===== src/logic/aes_gf_pkg.sv =====
`default_nettype none

package aes_gf_pkg;

        typedef logic [7:0] aes_byte_t;

        // byte i sits in column i/4, row i%4, byte 0 lowest
        typedef union packed {
                aes_byte_t [15:0] bytes;
                logic [3:0][31:0] cols;
        } aes_block_u;

        typedef logic [127:0] aes_key_t;

        function automatic aes_byte_t xtime(input aes_byte_t a);
                return {a[6:0], 1'b0} ^ (a[7] ? 8'h1b : 8'h00);
        endfunction

        // reduction by 0x11b
        function automatic aes_byte_t gf_mul(input aes_byte_t a, input aes_byte_t b);
                aes_byte_t p;
                aes_byte_t s;
                p = 8'h00;
                s = a;
                for (int i = 0; i < 8; i++) begin
                        if (b[i])
                                p = p ^ s;
                        s = xtime(s);
                end
                return p;
        endfunction

        // a^254, so zero maps to zero
        function automatic aes_byte_t gf_inv(input aes_byte_t a);
                aes_byte_t r;
                aes_byte_t p;
                r = 8'h01;
                p = a;
                for (int i = 1; i < 8; i++) begin
                        p = gf_mul(p, p);
                        r = gf_mul(r, p);
                end
                return r;
        endfunction

        // key rounds 1 to 10
        function automatic aes_byte_t rcon(input logic [3:0] rnd);
                aes_byte_t r;
                r = 8'h01;
                for (int i = 2; i <= 10; i++) begin
                        if (i <= rnd)
                                r = xtime(r);
                end
                return r;
        endfunction

        function automatic aes_byte_t rotl(input aes_byte_t a, input int n);
                return (a << n) | (a >> (8 - n));
        endfunction

        function automatic aes_byte_t sbox(input aes_byte_t a);
                aes_byte_t b;
                b = gf_inv(a);
                return b ^ rotl(b, 1) ^ rotl(b, 2) ^ rotl(b, 3) ^ rotl(b, 4) ^ 8'h63;
        endfunction

        // undo the affine map first, then invert
        function automatic aes_byte_t inv_sbox(input aes_byte_t a);
                aes_byte_t x;
                x = rotl(a, 1) ^ rotl(a, 3) ^ rotl(a, 6) ^ 8'h05;
                return gf_inv(x);
        endfunction

endpackage

`default_nettype wire


===== src/logic/aes_inv_pkg.sv =====
`default_nettype none

package aes_inv_pkg;

        localparam int num_rounds = 10;
        localparam int num_keys = num_rounds + 1;  // round keys 0..10

        typedef logic [3:0] key_idx_t;

        // datapath action for the current cycle
        typedef enum logic [2:0] {
                step_none,
                step_load,
                step_first,
                step_mid,
                step_last
        } round_step_e;

        typedef struct packed {
                aes_gf_pkg::aes_block_u block;
                aes_gf_pkg::aes_key_t   key;
        } aes_req_t;

        typedef struct packed {
                round_step_e step;
                key_idx_t    key_idx;
        } dp_cmd_t;

endpackage

`default_nettype wire


===== src/logic/aes_inv_ctrl.sv =====
`timescale 1ns/1ps
`default_nettype none

module aes_inv_ctrl (
        input  logic                  clk,
        input  logic                  rst,
        input  logic                  start,
        output logic                  key_load,
        output logic                  key_expand,
        output aes_inv_pkg::dp_cmd_t  cmd,
        output logic                  done
);

        localparam aes_inv_pkg::key_idx_t last_idx =
                aes_inv_pkg::key_idx_t'(aes_inv_pkg::num_rounds);

        typedef enum logic [2:0] {
                st_idle,
                st_expand,
                st_first,
                st_rounds,
                st_finish
        } ctrl_state_e;

        ctrl_state_e            state;
        aes_inv_pkg::key_idx_t  cnt;    // key being expanded
        aes_inv_pkg::key_idx_t  rnd;    // counts down from 10
        logic                   accept;

        assign accept = start && (state == st_idle);
        assign key_load = accept;
        assign key_expand = (state == st_expand);

        always_comb begin
                cmd.key_idx = rnd;
                case (state)
                st_idle:   cmd.step = accept ? aes_inv_pkg::step_load : aes_inv_pkg::step_none;
                st_first:  cmd.step = aes_inv_pkg::step_first;
                st_rounds: cmd.step = aes_inv_pkg::step_mid;
                st_finish: cmd.step = aes_inv_pkg::step_last;  // key 0, no mixing
                default:   cmd.step = aes_inv_pkg::step_none;
                endcase
        end

        always_ff @(posedge clk) begin
                if (rst) begin
                        state <= st_idle;
                        cnt <= '0;
                        rnd <= '0;
                        done <= 1'b0;
                end else begin
                        done <= (state == st_finish);
                        case (state)
                        st_idle: begin
                                if (accept) begin
                                        state <= st_expand;
                                        cnt <= 4'd1;
                                        rnd <= last_idx;
                                end
                        end
                        st_expand: begin
                                cnt <= cnt + 4'd1;
                                if (cnt == last_idx)
                                        state <= st_first;
                        end
                        st_first: begin
                                rnd <= rnd - 4'd1;
                                state <= st_rounds;
                        end
                        st_rounds: begin
                                rnd <= rnd - 4'd1;
                                if (rnd == 4'd1)
                                        state <= st_finish;
                        end
                        st_finish: state <= st_idle;
                        default:   state <= st_idle;
                        endcase
                end
        end

endmodule

`default_nettype wire


===== config.mk =====
export PLATFORM = sky130hd
export DESIGN_NAME = aes_inv_ctrl
export DESIGN_NICKNAME = d
export VERILOG_FILES = /design/src/logic/aes_gf_pkg.sv /design/src/logic/aes_inv_pkg.sv /design/src/logic/aes_inv_ctrl.sv
export SDC_FILE = /design/constraint.sdc
export NUM_CORES = 1
export LEC_CHECK = 0
export BUFFER_PORTS_ARGS = -buffer_cell sky130_fd_sc_hd__buf_2
export CELL_PAD_IN_SITES_DETAIL_PLACEMENT = 1
export CELL_PAD_IN_SITES_GLOBAL_PLACEMENT = 1
export CORE_ASPECT_RATIO = 0.7
export CORE_UTILIZATION = 35
export DETAILED_ROUTE_END_ITERATION = 16
export PLACE_DENSITY_LB_ADDON = 0.1
export SLEW_MARGIN = 15
export SYNTH_ARGS = -nofsm -noshare
export SYNTH_HDL_FRONTEND = slang
export SYNTH_SLANG_ARGS = --single-unit

===== constraint.sdc =====
create_clock -name clk -period 3.5 [get_ports clk]
set_clock_uncertainty 0.1 [all_clocks]
set_input_delay 0.525 -clock clk [delete_from_list [all_inputs] [get_ports clk]]
set_output_delay 0.525 -clock clk [all_outputs]
set_load 0.05 [all_outputs]

==> results of run 1 <==
==> per-layer routing <==
layer	GRT usage	part of all wire
met1	0.218	0.54
met2	0.222	0.41
met3	0.0833	0.047
met4	0.0385	0.0059
met5	0	0
==> flip-flops by register name, indices dropped and copies added (netlist names) <==
signal and cells:
state 3, rnd 4, cnt 4, done 1
==> through the flow <==
step | utilization | setup slack, ns | area [um^2] | total power, mW | cells
global placement | 0.425 | 1.50 | 714 | 0.196 | 98
detailed placement | 0.425 | 1.47 | 714 | 0.197 | 98
global route | 0.446 | 1.15 | 751 | 0.324 | 102
finish | 0.446 | 1.27 | 751 | 0.304 | 102
floorplan | - | 1.53 | 662 | 0.187 | 69
CTS | 0.446 | 1.25 | 751 | 0.312 | 102
==> cell usage after synthesis <==
cell and n:
a211o_1 1, a211oi_1 1, a211oi_2 2, a21oi_1 3, a22oi_1 1, and2_1 1, and3_1 2, and4bb_2 1
buf_1 1, buf_4 1, buf_6 2, dfxtp_1 12, ha_1 4, inv_1 5, inv_2 1, nand2_1 3
nand2b_1 2, nand3_1 1, nand4bb_1 1, nor2_1 3, nor2b_1 1, nor3_1 8, nor3b_2 1, nor4_2 1
nor4b_4 1, nor4bb_1 2, o21a_1 1, o21ai_0 1, o311a_1 1, o31ai_1 1, o41ai_1 1, or3_1 1
xnor2_1 1
==> worst min-delay path by stage <==
stage,cells after the start,endpoint,slack (ns)
after global placement,2,cnt[1]$_SDFFE_PP0P_,0.40
after detailed placement,2,cnt[1]$_SDFFE_PP0P_,0.41
after global routing,2,state[0]$_SDFFE_PP0P_,0.41
final,2,state[0]$_SDFFE_PP0P_,0.41
after CTS,2,state[0]$_SDFFE_PP0P_,0.40
after floorplan,2,cnt[1]$_SDFFE_PP0P_,0.37
==> cell families after synthesis <==
logic type / after synthesis
fa+ha+maj: 4
buf+inv: 10
flops: 12
xor+xnor: 1
compound gates: 13
simple gates: 29
==> power by group through the flow <==
stage | registers, mW | logic, mW | clock network, mW
2_1_floorplan | 0.155 | 0.0319 | 0
3_3_place_gp | 0.151 | 0.0452 | 0
3_5_place_dp | 0.152 | 0.0455 | 0
4_1_cts | 0.148 | 0.0457 | 0.118
5_1_grt | 0.149 | 0.0490 | 0.126
6_report | 0.148 | 0.0451 | 0.111
==> cell type report <==
| class | instances | area (um^2) | area share |
|---|---|---|---|
| multi-input combinational | 47 | 365 | 0.487 |
| sequential | 12 | 240 | 0.320 |
| timing repair buffer | 12 | 60.1 | 0.0800 |
| clock buffer | 4 | 36.3 | 0.0483 |
| tap | 21 | 26.3 | 0.0350 |
| inverter | 6 | 22.5 | 0.0300 |
==> cell usage in the layout (no fill, tap or decap), types with 2 or more instances in the layout <==
master	n
a211oi_2	2
a21oi_1	3
and3_1	2
buf_2	12
clkbuf_4	3
dfxtp_1	12
ha_1	4
inv_1	5
nand2_1	3
nand2b_1	2
nor2_1	3
nor3_1	8
nor4bb_1	2
==> results.yml, run 1 <==
critical_path:
  crit_path_end: "key_expand"
  path_max_fanout: 9
  critPathKind: "flop to output pin"
  r2r-end: "state[0]$_SDFFE_PP0P_"
  path_buf_inv: 1
  required_ns: 2.87
  worstPathArrival_ns: 1.61
  cp-start-kind: "flop"
  reg2reg_depth: 5
  cp-end-kind: "output pin"
  worst_path_max_delay_cell: "dfxtp_1"
  crit-reg2reg-launch: "cnt[0]$_SDFFE_PP0P_"
  crit_family: "flip-flops"
  max_stage_delay_ns: 0.51
  cp-startpoint: "state[0]$_SDFFE_PP0P_"
  ff2ff_setup_slack_ns: 2.01
  worstPathCellList: "nor3b_2 -> buf_2"
  cp.depth: 2
finish:
  n_fill_cell: 204
  area.growth.synth_to_final_pct: 13.4
  drive_gt1_frac: 0.284
  antenna_cells: 0
  final_nets: 89
run_status:
  status: "finished clean"
timing:
  fmax_mhz: 448
  drv_slew: 0
  maxSlewHeadroom: 0.685
  finalSetupTns_ns: 0
  rsz0062_at_grt: "false"
  setup_viol: 0
  final.period_utilization: 0.638
  timing.hold.ws_ns: 0.413
  hold_violations: 0
  tightestPinTransition_ns: 0.470
  layout_min_cycle_time_ns: 2.23
clock_network:
  cts_tree: "done"
  cts_setup_buffers: 0
  numCtsBuffers: 3
  h-tree-depth: 1
  root_buffer: "clkbuf_4"
  cts.sinks: 12
  ctsHoldBuffers: 0
  post_cts_resized: 0
  clk_pin_slew_ns: 0.08
  clockBufferDepth: 2
  clkLatencyLatePin_ns: 0.27
global_route:
  grt_pass1_vias: 472
  antenna_found_initial: 0
  grt-ovfl-total: 0
  grt_pass1_wl_um: 2260
  grt_max_degree: 15
  grt_usage: 0.162
synth:
  netlist.area_leader.share: 0.363
  syn_inst: 69
  synth_seq_cells: 12
  synth_top_family_by_area: "simple AND/OR/NAND/NOR gates"
  synth-simple-area-share: 0.308
  synth.distinct_cells: 33
  syn_nets: 76
  syn_avg_cell_area_um2: 9.59
  synth.top_cells.by_area: "dfxtp_1 (36%), ha_1 (7.6%), nor3_1 (6.0%)"
  yosys_warnings: 0
  netlist_area_um2: 662
  synthMuxAreaShare: 0
  synth_compound_area_frac: 0.155
  yosysTopAreaCell: "dfxtp_1"
  yosys.area_share.adder: 0.0756
  yosysSeqAreaShare: 0.363
  yosys.area_share.xor_xnor: 0.0132
hold_path:
  min_from: "start"
  hold_path.class: "input port to flop"
floorplanning:
  core-area_um2: 1680
  dieArea_um2: 2070
  die_y_um: 38.4
  rows: 12
  start_util: 0.394
  die_width_um: 54.0
  ios: 13
placement:
  io_buffers: 12
  dpl.hpwl_um: 982
  gp_congestion: 0.674
power_and_ir_drop:
  combPwrFrac: 0.148
  p_leak_nw: 0.315
  irDropWorstVdd_v: 0.000246
  pwr-share-clk: 0.364
  net-switching-power_mw: 0.0851
  switching_share: 0.280
  pwr-share-seq: 0.488
  cell_internal_pwr_mw: 0.219
  power.density_nw_per_um2: 405
run:
  drv_cap: 0
route:
  drt-total-wl_um: 1350
  ant_nets: 0
  viasPerCell: 5.21
  drc: 0
  num_vias: 531
  first_iter_violations: 7
  post_drt_wl_per_cell_um: 13.2
  first_pass_iters: 2
Power figures use the tool's default switching activity.
==> run 2, diff against run 1 <==
--- a/config.mk
+++ b/config.mk
@@ -5,6 +5,7 @@
 export SDC_FILE = /design/constraint.sdc
 export NUM_CORES = 1
 export LEC_CHECK = 0
+export ABC_AREA = 1
 export BUFFER_PORTS_ARGS = -buffer_cell sky130_fd_sc_hd__buf_2
 export CELL_PAD_IN_SITES_DETAIL_PLACEMENT = 1
 export CELL_PAD_IN_SITES_GLOBAL_PLACEMENT = 1
==> constraint.sdc (replaced) <==
create_clock -name clk -period 2.3 [get_ports clk]
set_clock_uncertainty 0.1 [all_clocks]
set_input_delay 0.345 -clock clk [delete_from_list [all_inputs] [get_ports clk]]
set_output_delay 0.345 -clock clk [all_outputs]
set_load 0.05 [all_outputs]
==> run 2 against run 1 <==
Sequential power grew 97%. Area after synthesis is 4.0% higher. Core utilization down 1.6 points. Via count rose by 15%. Worst hold slack worse by 0.21 ns. Clock-buffer cell count decreased by 1. First-iteration DRC count stayed put. Critical path type unchanged.
==> results.yml, run 2 <==
route:
  first_iter_violations: 7
  num_vias: 608
  ant_nets: 0
  drc: 0
  post_drt_wl_per_cell_um: 10.9
  first_pass_iters: 4
  viasPerCell: 4.50
  drt-total-wl_um: 1480
global_route:
  grt_max_degree: 9
  antenna_found_initial: 0
  grt-ovfl-total: 0
  grt_pass1_wl_um: 2500
  grt_pass1_vias: 562
  grt_usage: 0.171
floorplanning:
  dieArea_um2: 2150
  die_y_um: 39.1
  ios: 13
  die_width_um: 55
  core-area_um2: 1850
  start_util: 0.371
  rows: 13
clock_network:
  cts.sinks: 12
  h-tree-depth: 1
  cts_setup_buffers: 0
  numCtsBuffers: 3
  clkLatencyLatePin_ns: 0.27
  root_buffer: "clkbuf_4"
  clockBufferDepth: 2
  clk_pin_slew_ns: 0.07
  cts_tree: "done"
  post_cts_resized: 0
  ctsHoldBuffers: 0
synth:
  synth.distinct_cells: 25
  synth.top_cells.by_area: "dfxtp_1 (35%), inv_1 (9.3%), nand2_1 (7.6%)"
  synth_seq_cells: 12
  async_flop_share: 0
  yosysTopAreaCell: "dfxtp_1"
  netlist_area_um2: 688
  syn_nets: 105
  synth-edff-count: 0
  syn_avg_cell_area_um2: 7.02
  yosys_most_used_dff: "dfxtp_1"
  yosys_warnings: 0
  synthMostInstantiatedCell: "inv_1"
  synthTopCellsByCount: "inv_1 (17), nand2_1 (14), nor2_1 (13)"
  netlist.area_leader.share: 0.349
  syn_inst: 98
  yosysSeqAreaShare: 0.349
finish:
  area.growth.synth_to_final_pct: 16.0
  antenna_cells: 0
  seqCellArea_um2: 240
  n_fill_cell: 263
  design_area_um2: 798
  stdcell_count: 135
  final_common_cell: "inv_1"
  reg.largest.list: "cnt: 4 flops, rnd: 4 flops, state: 3 flops"
  drive_gt1_frac: 0.248
  layout_common_cells: "inv_1 (17), nand2_1 (14), nor2_1 (13), dfxtp_1 (12), buf_2 (12)"
  post-route-util: 0.430
  final_nets: 122
  multi_input_area_um2: 365
critical_path:
  worstPathArrival_ns: 1.41
  reg2reg_depth: 8
  required_ns: 1.86
  critPathKind: "flop to output pin"
  path_max_fanout: 7
  cp-start-kind: "flop"
  cp-end-kind: "output pin"
power_and_ir_drop:
  power_mw: 0.870
  power.density_nw_per_um2: 1090
  p_leak_nw: 0.413
  irDropWorstVdd_v: 0.000585
placement:
  placed_area_um2: 776
  pre_cts_slack_ns: 0.742
  gp_congestion: 0.781
  place_inst: 132
  dpl.hpwl_um: 1210
  io_buffers: 12
run:
  drv_cap: 0
timing:
  timing.hold.ws_ns: 0.199
  finalSetupTns_ns: 0
  drv_slew: 0
  layout_min_cycle_time_ns: 1.85
  final.period_utilization: 0.805
  setup_ws_ns: 0.448
  hold_violations: 0
  fmax_mhz: 540
  setup_viol: 0
  rsz0062_at_grt: "false"
  tightestPinTransition_ns: 0.254
  maxSlewHeadroom: 0.829
hold_path:
  min_path_cells: 2
  hold_path.class: "input port to flop"
run_status:
  status: "finished clean"
[run 2: power by group]
| part | switching [mW] | leakage [nW] | internal [mW] |
|---|---|---|---|
| registers | 0.0444 | 0.0984 | 0.247 |
| logic | 0.329 | 0.301 | 0.121 |
| clock network | 0.0670 | 0.0138 | 0.0606 |
[run 2: logic make-up (layout without fill, tap and decap cells)]
group / count (synthesis) / after routing / synth area share
xor gates and xnor gates: 1 / 1 / 0.0127
buffers and inverters: 22 / 37 / 0.120
DFF: 12 / 12 / 0.349
and+or+nand+nor: 46 / 46 / 0.333
adders and majority gates: 4 / 4 / 0.0727
AOI/OAI and AO/OA: 13 / 13 / 0.113
[run 2: layout make-up]
type,count,area share
Inverter,22,0.103
Sequential cell,12,0.301
Clock buffer,3,0.0282
Timing Repair Buffer,12,0.0752
Multi-Input combinational cell,64,0.458
Tap cell,22,0.0345
[run 2: final timing paths]
| check | from | endpoint | slack, ns |
|---|---|---|---|
| max | state[0]$_SDFFE_PP0P_ | cmd[4] | 0.45 |
| min | rst | state[2]$_SDFFE_PP0P_ | 0.20 |
| max reg2reg | cnt[0]$_SDFFE_PP0P_ | state[1]$_SDFFE_PP0P_ | 0.98 |
| min reg2reg | rnd[0]$_SDFFE_PP0P_ | rnd[0]$_SDFFE_PP0P_ | 0.43 |
[run 2: per-layer routing]
metal	vias to the layer above	share of wire	track usage
met1	254	0.55	0.232
met2	14	0.38	0.247
met5	-	0	0
li1	338	-	-
met4	0	0.0061	0.0188
met3	2	0.060	0.0824
[run 2: worst max-delay path: stages, from the launching register on]
cell	delay, ns
dfxtp_1	0.38
nor2_1	0.17
nand3_2	0.18
o21ai_0	0.12
buf_2	0.28
